===== config.mk =====
export PLATFORM = sky130hd
export DESIGN_NAME = rvv_retire
export DESIGN_NICKNAME = d
export VERILOG_FILES = /design/src/rvv_retire_pkg.sv /design/src/rvv_retire.sv /design/src/rvv_retire_csr.sv /design/src/rvv_retire_strobe.sv /design/src/rvv_retire_ctrl.sv
export VERILOG_INCLUDE_DIRS = /design/src /design/src/src
export SDC_FILE = /design/constraint.sdc
export NUM_CORES = 1
export LEC_CHECK = 0
export ABC_AREA = 1
export BUFFER_PORTS_ARGS = -buffer_cell sky130_fd_sc_hd__buf_2
export CORE_AREA = 2 2 645 647
export DETAILED_ROUTE_END_ITERATION = 12
export DIE_AREA = 0 0 647 649
export GPL_TIMING_DRIVEN = 0
export REMOVE_ABC_BUFFERS = 1
export SYNTH_ARGS = -nofsm -noshare
export SYNTH_HDL_FRONTEND = slang
export SYNTH_SLANG_ARGS = --single-unit

===== constraint.sdc =====
create_clock -name vclk -period 1.4
set_input_delay 0.14 -clock vclk [all_inputs]
set_output_delay 0.14 -clock vclk [all_outputs]
set_load 0.02 [all_outputs]

===== src/rvv_retire_consts.svh =====
//////////////////////////////
// retire stage constants
// lane count, vector and scalar widths,
// register index width, byte type code
//////////////////////////////

`ifndef RVV_RETIRE_CONSTS_SVH
`define RVV_RETIRE_CONSTS_SVH

// retire lanes, entry 0 is the oldest
`define NUM_RT_UOP 4

`define VLEN  128         // vector register width
`define VLENB (`VLEN/8)   // bytes per vector register
`define XLEN  32          // scalar register width

`define REGFILE_INDEX_WIDTH 5

// vd_type code of a byte that is written
`define VD_BYTE_ACTIVE 2'b11

`define VCSR_VXSAT_WIDTH 1

`endif

===== src/rvv_retire_pkg.sv =====
//////////////////////////////
// retire stage types
// destination and group enums,
// ROB entry, VRF/XRF write and vcsr structs
//////////////////////////////

`include "rvv_retire_consts.svh"

package rvv_retire_pkg;

  // write destination of a micro-op
  typedef enum logic {
    DST_VRF = 1'b0,
    DST_XRF = 1'b1
  } w_type_e;

  // run of entries from entry 0 with the same destination kind
  typedef enum logic [1:0] {
    GRP_NONE = 2'd0,  // entry 0 alone
    GRP_01   = 2'd1,
    GRP_012  = 2'd2,
    GRP_0123 = 2'd3
  } group_e;

  typedef logic [`NUM_RT_UOP-1:0] lane_valid_t;

  // vector configuration state, restored on trap
  typedef struct packed {
    logic [15:0] vstart;
    logic [15:0] vl;
    logic [2:0]  vlmul;
    logic [2:0]  vsew;
    logic        vta;
    logic        vma;
    logic [1:0]  vxrm;
  } vcsr_t;

  // one retiring micro-op from the ROB
  typedef struct packed {
    logic                               w_valid;
    w_type_e                            w_type;
    logic [`REGFILE_INDEX_WIDTH-1:0]    w_index;
    logic [`VLEN-1:0]                   w_data;
    logic [`VLENB-1:0][1:0]             vd_type;     // per-byte type code
    logic                               ignore_vta;
    logic                               ignore_vma;
    logic                               trap_flag;
    vcsr_t                              vector_csr;
    logic [`VCSR_VXSAT_WIDTH-1:0]       vxsat;
  } rob2rt_t;

  // VRF write port
  typedef struct packed {
    logic [`REGFILE_INDEX_WIDTH-1:0] rt_index;
    logic [`VLEN-1:0]                rt_data;
    logic [`VLENB-1:0]               rt_strobe;
  } rt2vrf_t;

  // XRF write port
  typedef struct packed {
    logic [`REGFILE_INDEX_WIDTH-1:0] rt_index;
    logic [`XLEN-1:0]                rt_data;
  } rt2xrf_t;

endpackage


===== src/rvv_retire.sv =====
//////////////////////////////
// retire stage top level
// ctrl, strobe and csr instances,
// VRF/XRF write data packing
//////////////////////////////

`timescale 1ns/1ps

`include "rvv_retire_consts.svh"

module rvv_retire (
  // ROB side
  input  rvv_retire_pkg::lane_valid_t                rob2rt_write_valid,
  input  rvv_retire_pkg::rob2rt_t [`NUM_RT_UOP-1:0]  rob2rt_write_data,
  output rvv_retire_pkg::lane_valid_t                rob2rt_write_ready,
  // XRF write
  output rvv_retire_pkg::lane_valid_t                rt2xrf_write_valid,
  output rvv_retire_pkg::rt2xrf_t [`NUM_RT_UOP-1:0]  rt2xrf_write_data,
  input  rvv_retire_pkg::lane_valid_t                rt2xrf_write_ready,
  // VRF write, no ready
  output rvv_retire_pkg::lane_valid_t                rt2vrf_write_valid,
  output rvv_retire_pkg::rt2vrf_t [`NUM_RT_UOP-1:0]  rt2vrf_write_data,
  // CSR updates
  output logic                                       rt2vcsr_write_valid,
  output rvv_retire_pkg::vcsr_t                      rt2vcsr_write_data,
  output logic                                       rt2vsat_write_valid,
  output logic [`VCSR_VXSAT_WIDTH-1:0]               rt2vsat_write_data
);

  rvv_retire_pkg::group_e             group;
  rvv_retire_pkg::lane_valid_t        lane_keep;   // trap-cut valids
  logic [`NUM_RT_UOP-1:0][`VLENB-1:0] strobe;

  //////////////////////////////
  // submodules
  //////////////////////////////

  rvv_retire_ctrl i_ctrl (
    .rob_valid (rob2rt_write_valid),
    .rob_data  (rob2rt_write_data),
    .xrf_ready (rt2xrf_write_ready),
    .group     (group),
    .lane_keep (lane_keep),
    .vrf_valid (rt2vrf_write_valid),
    .xrf_valid (rt2xrf_write_valid),
    .rob_ready (rob2rt_write_ready)
  );

  rvv_retire_strobe i_strobe (
    .rob_data (rob2rt_write_data),
    .group    (group),
    .strobe   (strobe)
  );

  rvv_retire_csr i_csr (
    .rob_data   (rob2rt_write_data),
    .lane_keep  (lane_keep),
    .vcsr_valid (rt2vcsr_write_valid),
    .vcsr_data  (rt2vcsr_write_data),
    .vsat_valid (rt2vsat_write_valid),
    .vsat_data  (rt2vsat_write_data)
  );

  //////////////////////////////
  // write data packing
  //////////////////////////////

  always_comb begin
    for (int i = 0; i < `NUM_RT_UOP; i++) begin
      rt2vrf_write_data[i].rt_index  = rob2rt_write_data[i].w_index;
      rt2vrf_write_data[i].rt_data   = rob2rt_write_data[i].w_data;
      rt2vrf_write_data[i].rt_strobe = strobe[i];  // after WAW pruning

      rt2xrf_write_data[i].rt_index  = rob2rt_write_data[i].w_index;
      rt2xrf_write_data[i].rt_data   = rob2rt_write_data[i].w_data[`XLEN-1:0];  // low word
    end
  end

endmodule


===== src/rvv_retire_csr.sv =====
//////////////////////////////
// retire CSR updates
// vcsr restore on trap, vxsat merge
//////////////////////////////

`timescale 1ns/1ps

`include "rvv_retire_consts.svh"

module rvv_retire_csr (
  input  rvv_retire_pkg::rob2rt_t [`NUM_RT_UOP-1:0]  rob_data,
  input  rvv_retire_pkg::lane_valid_t                lane_keep,
  output logic                                       vcsr_valid,
  output rvv_retire_pkg::vcsr_t                      vcsr_data,
  output logic                                       vsat_valid,
  output logic [`VCSR_VXSAT_WIDTH-1:0]               vsat_data
);

  // walk newest to oldest so the oldest trap wins
  always_comb begin
    vcsr_valid = 1'b0;
    vcsr_data  = '0;
    for (int i = `NUM_RT_UOP - 1; i >= 0; i--) begin
      if (rob_data[i].w_valid && rob_data[i].trap_flag) begin
        vcsr_valid = 1'b1;
        vcsr_data  = rob_data[i].vector_csr;
      end
    end
  end

  always_comb begin
    vsat_valid = 1'b0;
    vsat_data  = '0;
    for (int i = 0; i < `NUM_RT_UOP; i++) begin
      vsat_valid = vsat_valid | (lane_keep[i] & (|rob_data[i].vxsat));  // kept lanes only
      vsat_data  = vsat_data | rob_data[i].vxsat;  // all entries
    end
  end

endmodule


===== src/rvv_retire_strobe.sv =====
//////////////////////////////
// VRF byte strobes
// byte-enable decode, tail/mask policy
// override, WAW pruning in the group
//////////////////////////////

`timescale 1ns/1ps

`include "rvv_retire_consts.svh"

module rvv_retire_strobe (
  input  rvv_retire_pkg::rob2rt_t [`NUM_RT_UOP-1:0]  rob_data,
  input  rvv_retire_pkg::group_e                     group,
  output logic [`NUM_RT_UOP-1:0][`VLENB-1:0]         strobe
);

  logic [`NUM_RT_UOP-1:0][`VLENB-1:0] base_strobe;  // before WAW pruning
  logic [`NUM_RT_UOP-1:0]             full_write;

  //////////////////////////////
  // base strobe
  //////////////////////////////

  always_comb begin
    for (int i = 0; i < `NUM_RT_UOP; i++) begin
      full_write[i] = rob_data[i].ignore_vta | rob_data[i].ignore_vma;
    end
  end

  always_comb begin
    for (int i = 0; i < `NUM_RT_UOP; i++) begin
      for (int b = 0; b < `VLENB; b++) begin
        base_strobe[i][b] = (rob_data[i].vd_type[b] == `VD_BYTE_ACTIVE);
      end
      // policy ignored, write the whole register
      if (full_write[i]) begin
        base_strobe[i] = '1;
      end
    end
  end

  //////////////////////////////
  // WAW pruning
  //////////////////////////////

  // a younger write to the same register inside the group
  // owns every byte it enables, the older entry loses them
  always_comb begin
    for (int i = 0; i < `NUM_RT_UOP; i++) begin
      strobe[i] = base_strobe[i];
      for (int j = i + 1; j < `NUM_RT_UOP; j++) begin
        if ((j <= int'(group)) &&
            (rob_data[j].w_index == rob_data[i].w_index)) begin
          strobe[i] = strobe[i] & ~base_strobe[j];
        end
      end
    end
  end

endmodule


===== src/rvv_retire_ctrl.sv =====
//////////////////////////////
// retire control
// destination grouping, trap cut-off,
// VRF/XRF valid split, ROB ready
//////////////////////////////

`timescale 1ns/1ps

`include "rvv_retire_consts.svh"

module rvv_retire_ctrl (
  input  rvv_retire_pkg::lane_valid_t                  rob_valid,
  input  rvv_retire_pkg::rob2rt_t [`NUM_RT_UOP-1:0]    rob_data,
  input  rvv_retire_pkg::lane_valid_t                  xrf_ready,
  output rvv_retire_pkg::group_e                       group,
  output rvv_retire_pkg::lane_valid_t                  lane_keep,
  output rvv_retire_pkg::lane_valid_t                  vrf_valid,
  output rvv_retire_pkg::lane_valid_t                  xrf_valid,
  output rvv_retire_pkg::lane_valid_t                  rob_ready
);

  rvv_retire_pkg::lane_valid_t dst_eq;     // entry matches the one before it
  logic                        grp_run;
  logic [1:0]                  grp_depth;
  logic                        trap_seen;

  //////////////////////////////
  // grouping
  //////////////////////////////

  always_comb begin
    dst_eq[0] = 1'b1;  // entry 0 always opens the group
    for (int i = 1; i < `NUM_RT_UOP; i++) begin
      dst_eq[i] = ({rob_valid[i], rob_data[i].w_type} ==
                   {rob_valid[i-1], rob_data[i-1].w_type});
    end
  end

  // length of the unbroken run from entry 0
  always_comb begin
    grp_run   = 1'b1;
    grp_depth = 2'd0;
    for (int i = 0; i < `NUM_RT_UOP; i++) begin
      grp_run = grp_run & dst_eq[i];
      if (grp_run) begin
        grp_depth = 2'(i);
      end
    end
  end

  assign group = rvv_retire_pkg::group_e'(grp_depth);

  //////////////////////////////
  // trap cut-off and valids
  //////////////////////////////

  always_comb begin
    trap_seen = 1'b0;
    for (int i = 0; i < `NUM_RT_UOP; i++) begin
      lane_keep[i] = rob_data[i].w_valid & ~trap_seen;  // drop anything younger than a trap
      trap_seen    = trap_seen | rob_data[i].trap_flag;
    end
  end

  always_comb begin
    for (int i = 0; i < `NUM_RT_UOP; i++) begin
      vrf_valid[i] = lane_keep[i] & (rob_data[i].w_type == rvv_retire_pkg::DST_VRF);
      xrf_valid[i] = lane_keep[i] & (rob_data[i].w_type == rvv_retire_pkg::DST_XRF);
      // only XRF writes see back-pressure
      rob_ready[i] = xrf_valid[i] ? xrf_ready[i] : 1'b1;
    end
  end

endmodule


# --- Word level (Yosys, flattened, before mapping) ---
# Index checks and enable logic that the tools add are counted.
classes:
  order_cmp: 3
  n_eq_ne: 73
  mux: 25
  n_bitwise: 45
  n_reduce_logical: 10
ops:
  columns: ["cell", "count"]
  rows:
  - ["two-way mux 42 bit", 4]
  - ["two-way mux 16 bit", 10]
  - ["== test 2 bit, second input constant", 64]
  - ["bitwise AND 16 bit", 6]
  - ["inverter 16 bit", 3]
  - ["== test 5 bit", 6]
  - ["bitwise AND 1 bit", 17]
  - ["OR 1 bit", 12]
  - ["logical AND 1 bit", 10]
  - ["two-way mux 1 bit", 9]
  - ["inverter 1 bit", 7]
  - ["== test 2 bit", 3]
  - ["<= comparator 2 bit, first input constant", 2]
  - ["two-way mux 2 bit", 2]
  - ["<= comparator 1 x 2 -> 1 bit, first input constant", 1]
word_totals:
  register_bits: 0
  output_inout_bits: 801

# --- Longest topological paths before layout ---
logic_depth:
  word_depth: 11
  ltp_mapped: 10
  depth_no_buf: 9

# --- Cells and area by module ---
# A second synthesis with hierarchy kept.
hier_totals:
  hier_cells: 1690
  area_unflattened_um2: 9633.0
modules_own_cells:
  columns: ["mod", "instances", "cells_each", "area_each_um2"]
  rows:
  - ["rvv_retire", 1, 680, 5104.9]
  - ["rvv_retire_strobe", 1, 483, 2178.3]
  - ["rvv_retire_csr", 1, 474, 2118.3]
  - ["rvv_retire_ctrl", 1, 53, 231.5]

# --- Worst setup path after synthesis ---
# OpenSTA, ideal clock, no wires.
synth_path:
  path_kind: "input-to-output"
  start: "input port rob2rt_write_data[683] in the netlist's numbering"
  end: "output port rt2vrf_write_data[10] in the netlist's numbering"
  arrival_time_ns: 1.413
  t_required_ns: 1.260
  setup_slack_ns: -0.153
  cell_stages: 6
  path_buffers: 1
  path_cell_list: "nor2_1 > clkbuf_1 > o21ai_0 > inv_1 > nor2_1 > nor2_1"
synth_lines:
  columns: ["item", "line_no", "text"]
  rows:
  - ["start, declared", "rvv_retire.sv:14", "input rvv_retire_pkg::rob2rt_t [`NUM_RT_UOP-1:0] rob2rt_write_data,"]
  - ["end, declared", "rvv_retire.sv:22", "output rvv_retire_pkg::rt2vrf_t [`NUM_RT_UOP-1:0] rt2vrf_write_data,"]

==> results.md <==
* Fill cell count at 49,100
* DP Area at 13,000 µm²
* Most common cell type on the critical path: nor2_4
* Max Fclk at 552 MHz
* Count of input and output buffers at 509
* Power consumption at 5.44 mW
* Mean number of vias per cell at 1.80
* Fraction of post-synthesis cell area in the top cell type by area at 58.6%
* Most frequent cells after synthesis: buf_4, nand2_1, nor2_1
* Worst path slowest cell: xnor2_4
* Maximum vdd ir drop at 0.143 mV
* Count of unique library cells instantiated by Yosys at 24
* Result of the run: finished with violations
* Post-DRT Antenna Nets at 0
* Post-route DRC violation count at 0
* Synth Area per Inst at 5.89 µm²
* Fin. Hold Viols at 0
* Area Growth Syn to Fin at 91.7%
* Worst hold path class: input pin to output port
* Sequential cell area in the final layout at 0 µm²
* Ordered cell list for the critical path: buf_8 > xnor2_4 > nand3_2 > nor2_4 > buf_6 > nand2_4 > buf_12 > nor2_4 > nor2_1 > buf_4
* First-pass GRT wire length at 531 mm
* Yosys synthesis warning count at 0
* Cell area after technology mapping at 8760 µm²
* First-pass iteration count of the detailed router at 9
* Floorplan die height at 649 µm
* Cell accounting for the most synthesized area: buf_4
* Minimum clock period after layout at 1810 ps
* # Max-Cap Violations at 0
* Leak Pwr at 5.20 nW
* Multi-input gate area at 4680 µm²
* Largest cells by area after synthesis: buf_4, nand2_1, nand3_1
* Crit path capture type: output port
* Design Area, Final at 16,800 µm²
* DIE WIDTH at 647 µm
* Fraction of the yosys area taken by sequential cells at 0%
* Net count of the finished layout at 2,219
* Largest net degree at the start of global routing at 44
* CP max FO at 16
* Relative slew slack at 56.5%
* FFs & Latches at 0
* Number of global-route vias before repair at 9,764
* Number of stages on the worst hold path at 0
* Via Count at 12,400
* Share of final-layout standard cells stronger than drive strength 1 at 57.5%
* Hold Slack at 282 ps
* Failing checks: negative setup slack
* Die ar. at 420,000 µm²
* Core Footprint at 413,000 µm²
* Arrival time at the worst endpoint at 1670 ps
* Cells after Synth at 1,486
* Remaining global-route overflow at 0
* Req. time, crit path at 1260 ps
* Count of boundary I/O pins at 1,661
* Most common cell in the synthesized netlist: buf_4
* HPWL after detailed placement at 492 mm
* Setup violation total in the final timing report at 91
* Setup repair after global routing missed its margin: true
* Total global-route track usage at 23.4%
* GPL Wtd Cong at 0.998
* Power per unit of standard cell area at 324 nW/µm²
* CP Launch Type: input pin
* Actual slew at the worst max-slew pin at 648 ps
* Number of placement rows at 236
* Period utilisation layout at 129%
* Number of clock-tree buffers in the layout at 0
* Worst path setup slack after routing at -411 ps
* Number of antenna violations at the first check in global routing at 67
* Total Routed Length at 509 mm
* Routed length per placed instance at 74.4 µm
* Post-place setup slack at -2440 ps
* Initial Util at 2.12%
* Path type of the worst setup path: input pin to output port
* Final Slew Violations at 0
* Slowest stage delay, CP at 310 ps
* Setup tns final at -26,980 ps
* 1st-iter DRT viols at 1,554
==> layout make-up <==
type / instances / area share [%]
tap: 5474 / 40.8
timing repair buffer: 597 / 28.9
multi-input combinational: 672 / 27.9
inverter: 88 / 2.14
antenna: 15 / 0.224
==> placed cells by master, fill, tap and decap left out, types with 18 or more instances in the layout <==
| master | netlist | layout |
|---|---|---|
| buf_6 | 3 | 55 |
| nor2_4 | 1 | 38 |
| o211ai_1 | 41 | 41 |
| nand2_1 | 280 | 218 |
| buf_8 | 0 | 18 |
| nand3_1 | 112 | 93 |
| buf_4 | 683 | 63 |
| o21ai_0 | 23 | 18 |
| buf_12 | 0 | 49 |
| nand3_2 | 0 | 19 |
| inv_1 | 85 | 79 |
| nor2_1 | 129 | 76 |
| nor2_2 | 3 | 20 |
| nand2_8 | 0 | 36 |
| nand2_4 | 0 | 20 |
| buf_2 | 6 | 389 |
| a31oi_4 | 0 | 23 |
==> logic make-up after synthesis <==
group           synth area share, %
simple gates                   24.8
compound gates                 9.26
buf+inv                        64.7
xor+xnor                       1.20
==> report_power, final <==
group	switching [mW]	internal, mW
Clock	0	0.00000133
Combinational	3.62	1.82
Sequential	0	0
Total	3.62	1.82
==> through the flow <==
step	std cells	utilization, %
3_3_place_gp	6739	3.11
5_1_grt	6841	4.07
4_1_cts	6806	3.87
6_report	6846	4.07
2_1_floorplan	756	-
3_5_place_dp	6746	3.15
==> routing by layer <==
layer	track usage [%]	part of all wire [%]	vias to the layer above
li1	-	-	3763
met4	7.64	4.2	102
met2	41.9	50	2857
met5	5.08	0.77	-
met3	39.4	36	359
met1	6.14	9.5	5274
==> critical path, delay by kind of cell <==
kind | cells | cell delay (ps)
AND/OR/NAND/NOR | 5 | 570
buffers and inverters | 4 | 550
XOR/XNOR | 1 | 310
==> final timing paths <==
check	startpoint	end	slack, ps
max	rob2rt_write_valid[3]	rt2vrf_write_data[159]	-410
min	rob2rt_write_data[324]	rt2vrf_write_data[198]	280
==> repair_timing <==
| action | in CTS | in global routing |
|---|---|---|
| setup endpoints to repair | 117 | 94 |
| buffers inserted | 44 | 28 |
| gates cloned | 16 | 2 |
| gates resized for setup | 492 | 159 |
| hold buffers | 0 | 0 |
| pin swaps | 87 | 62 |
No activity file was read; power rests on OpenSTA's default activity.
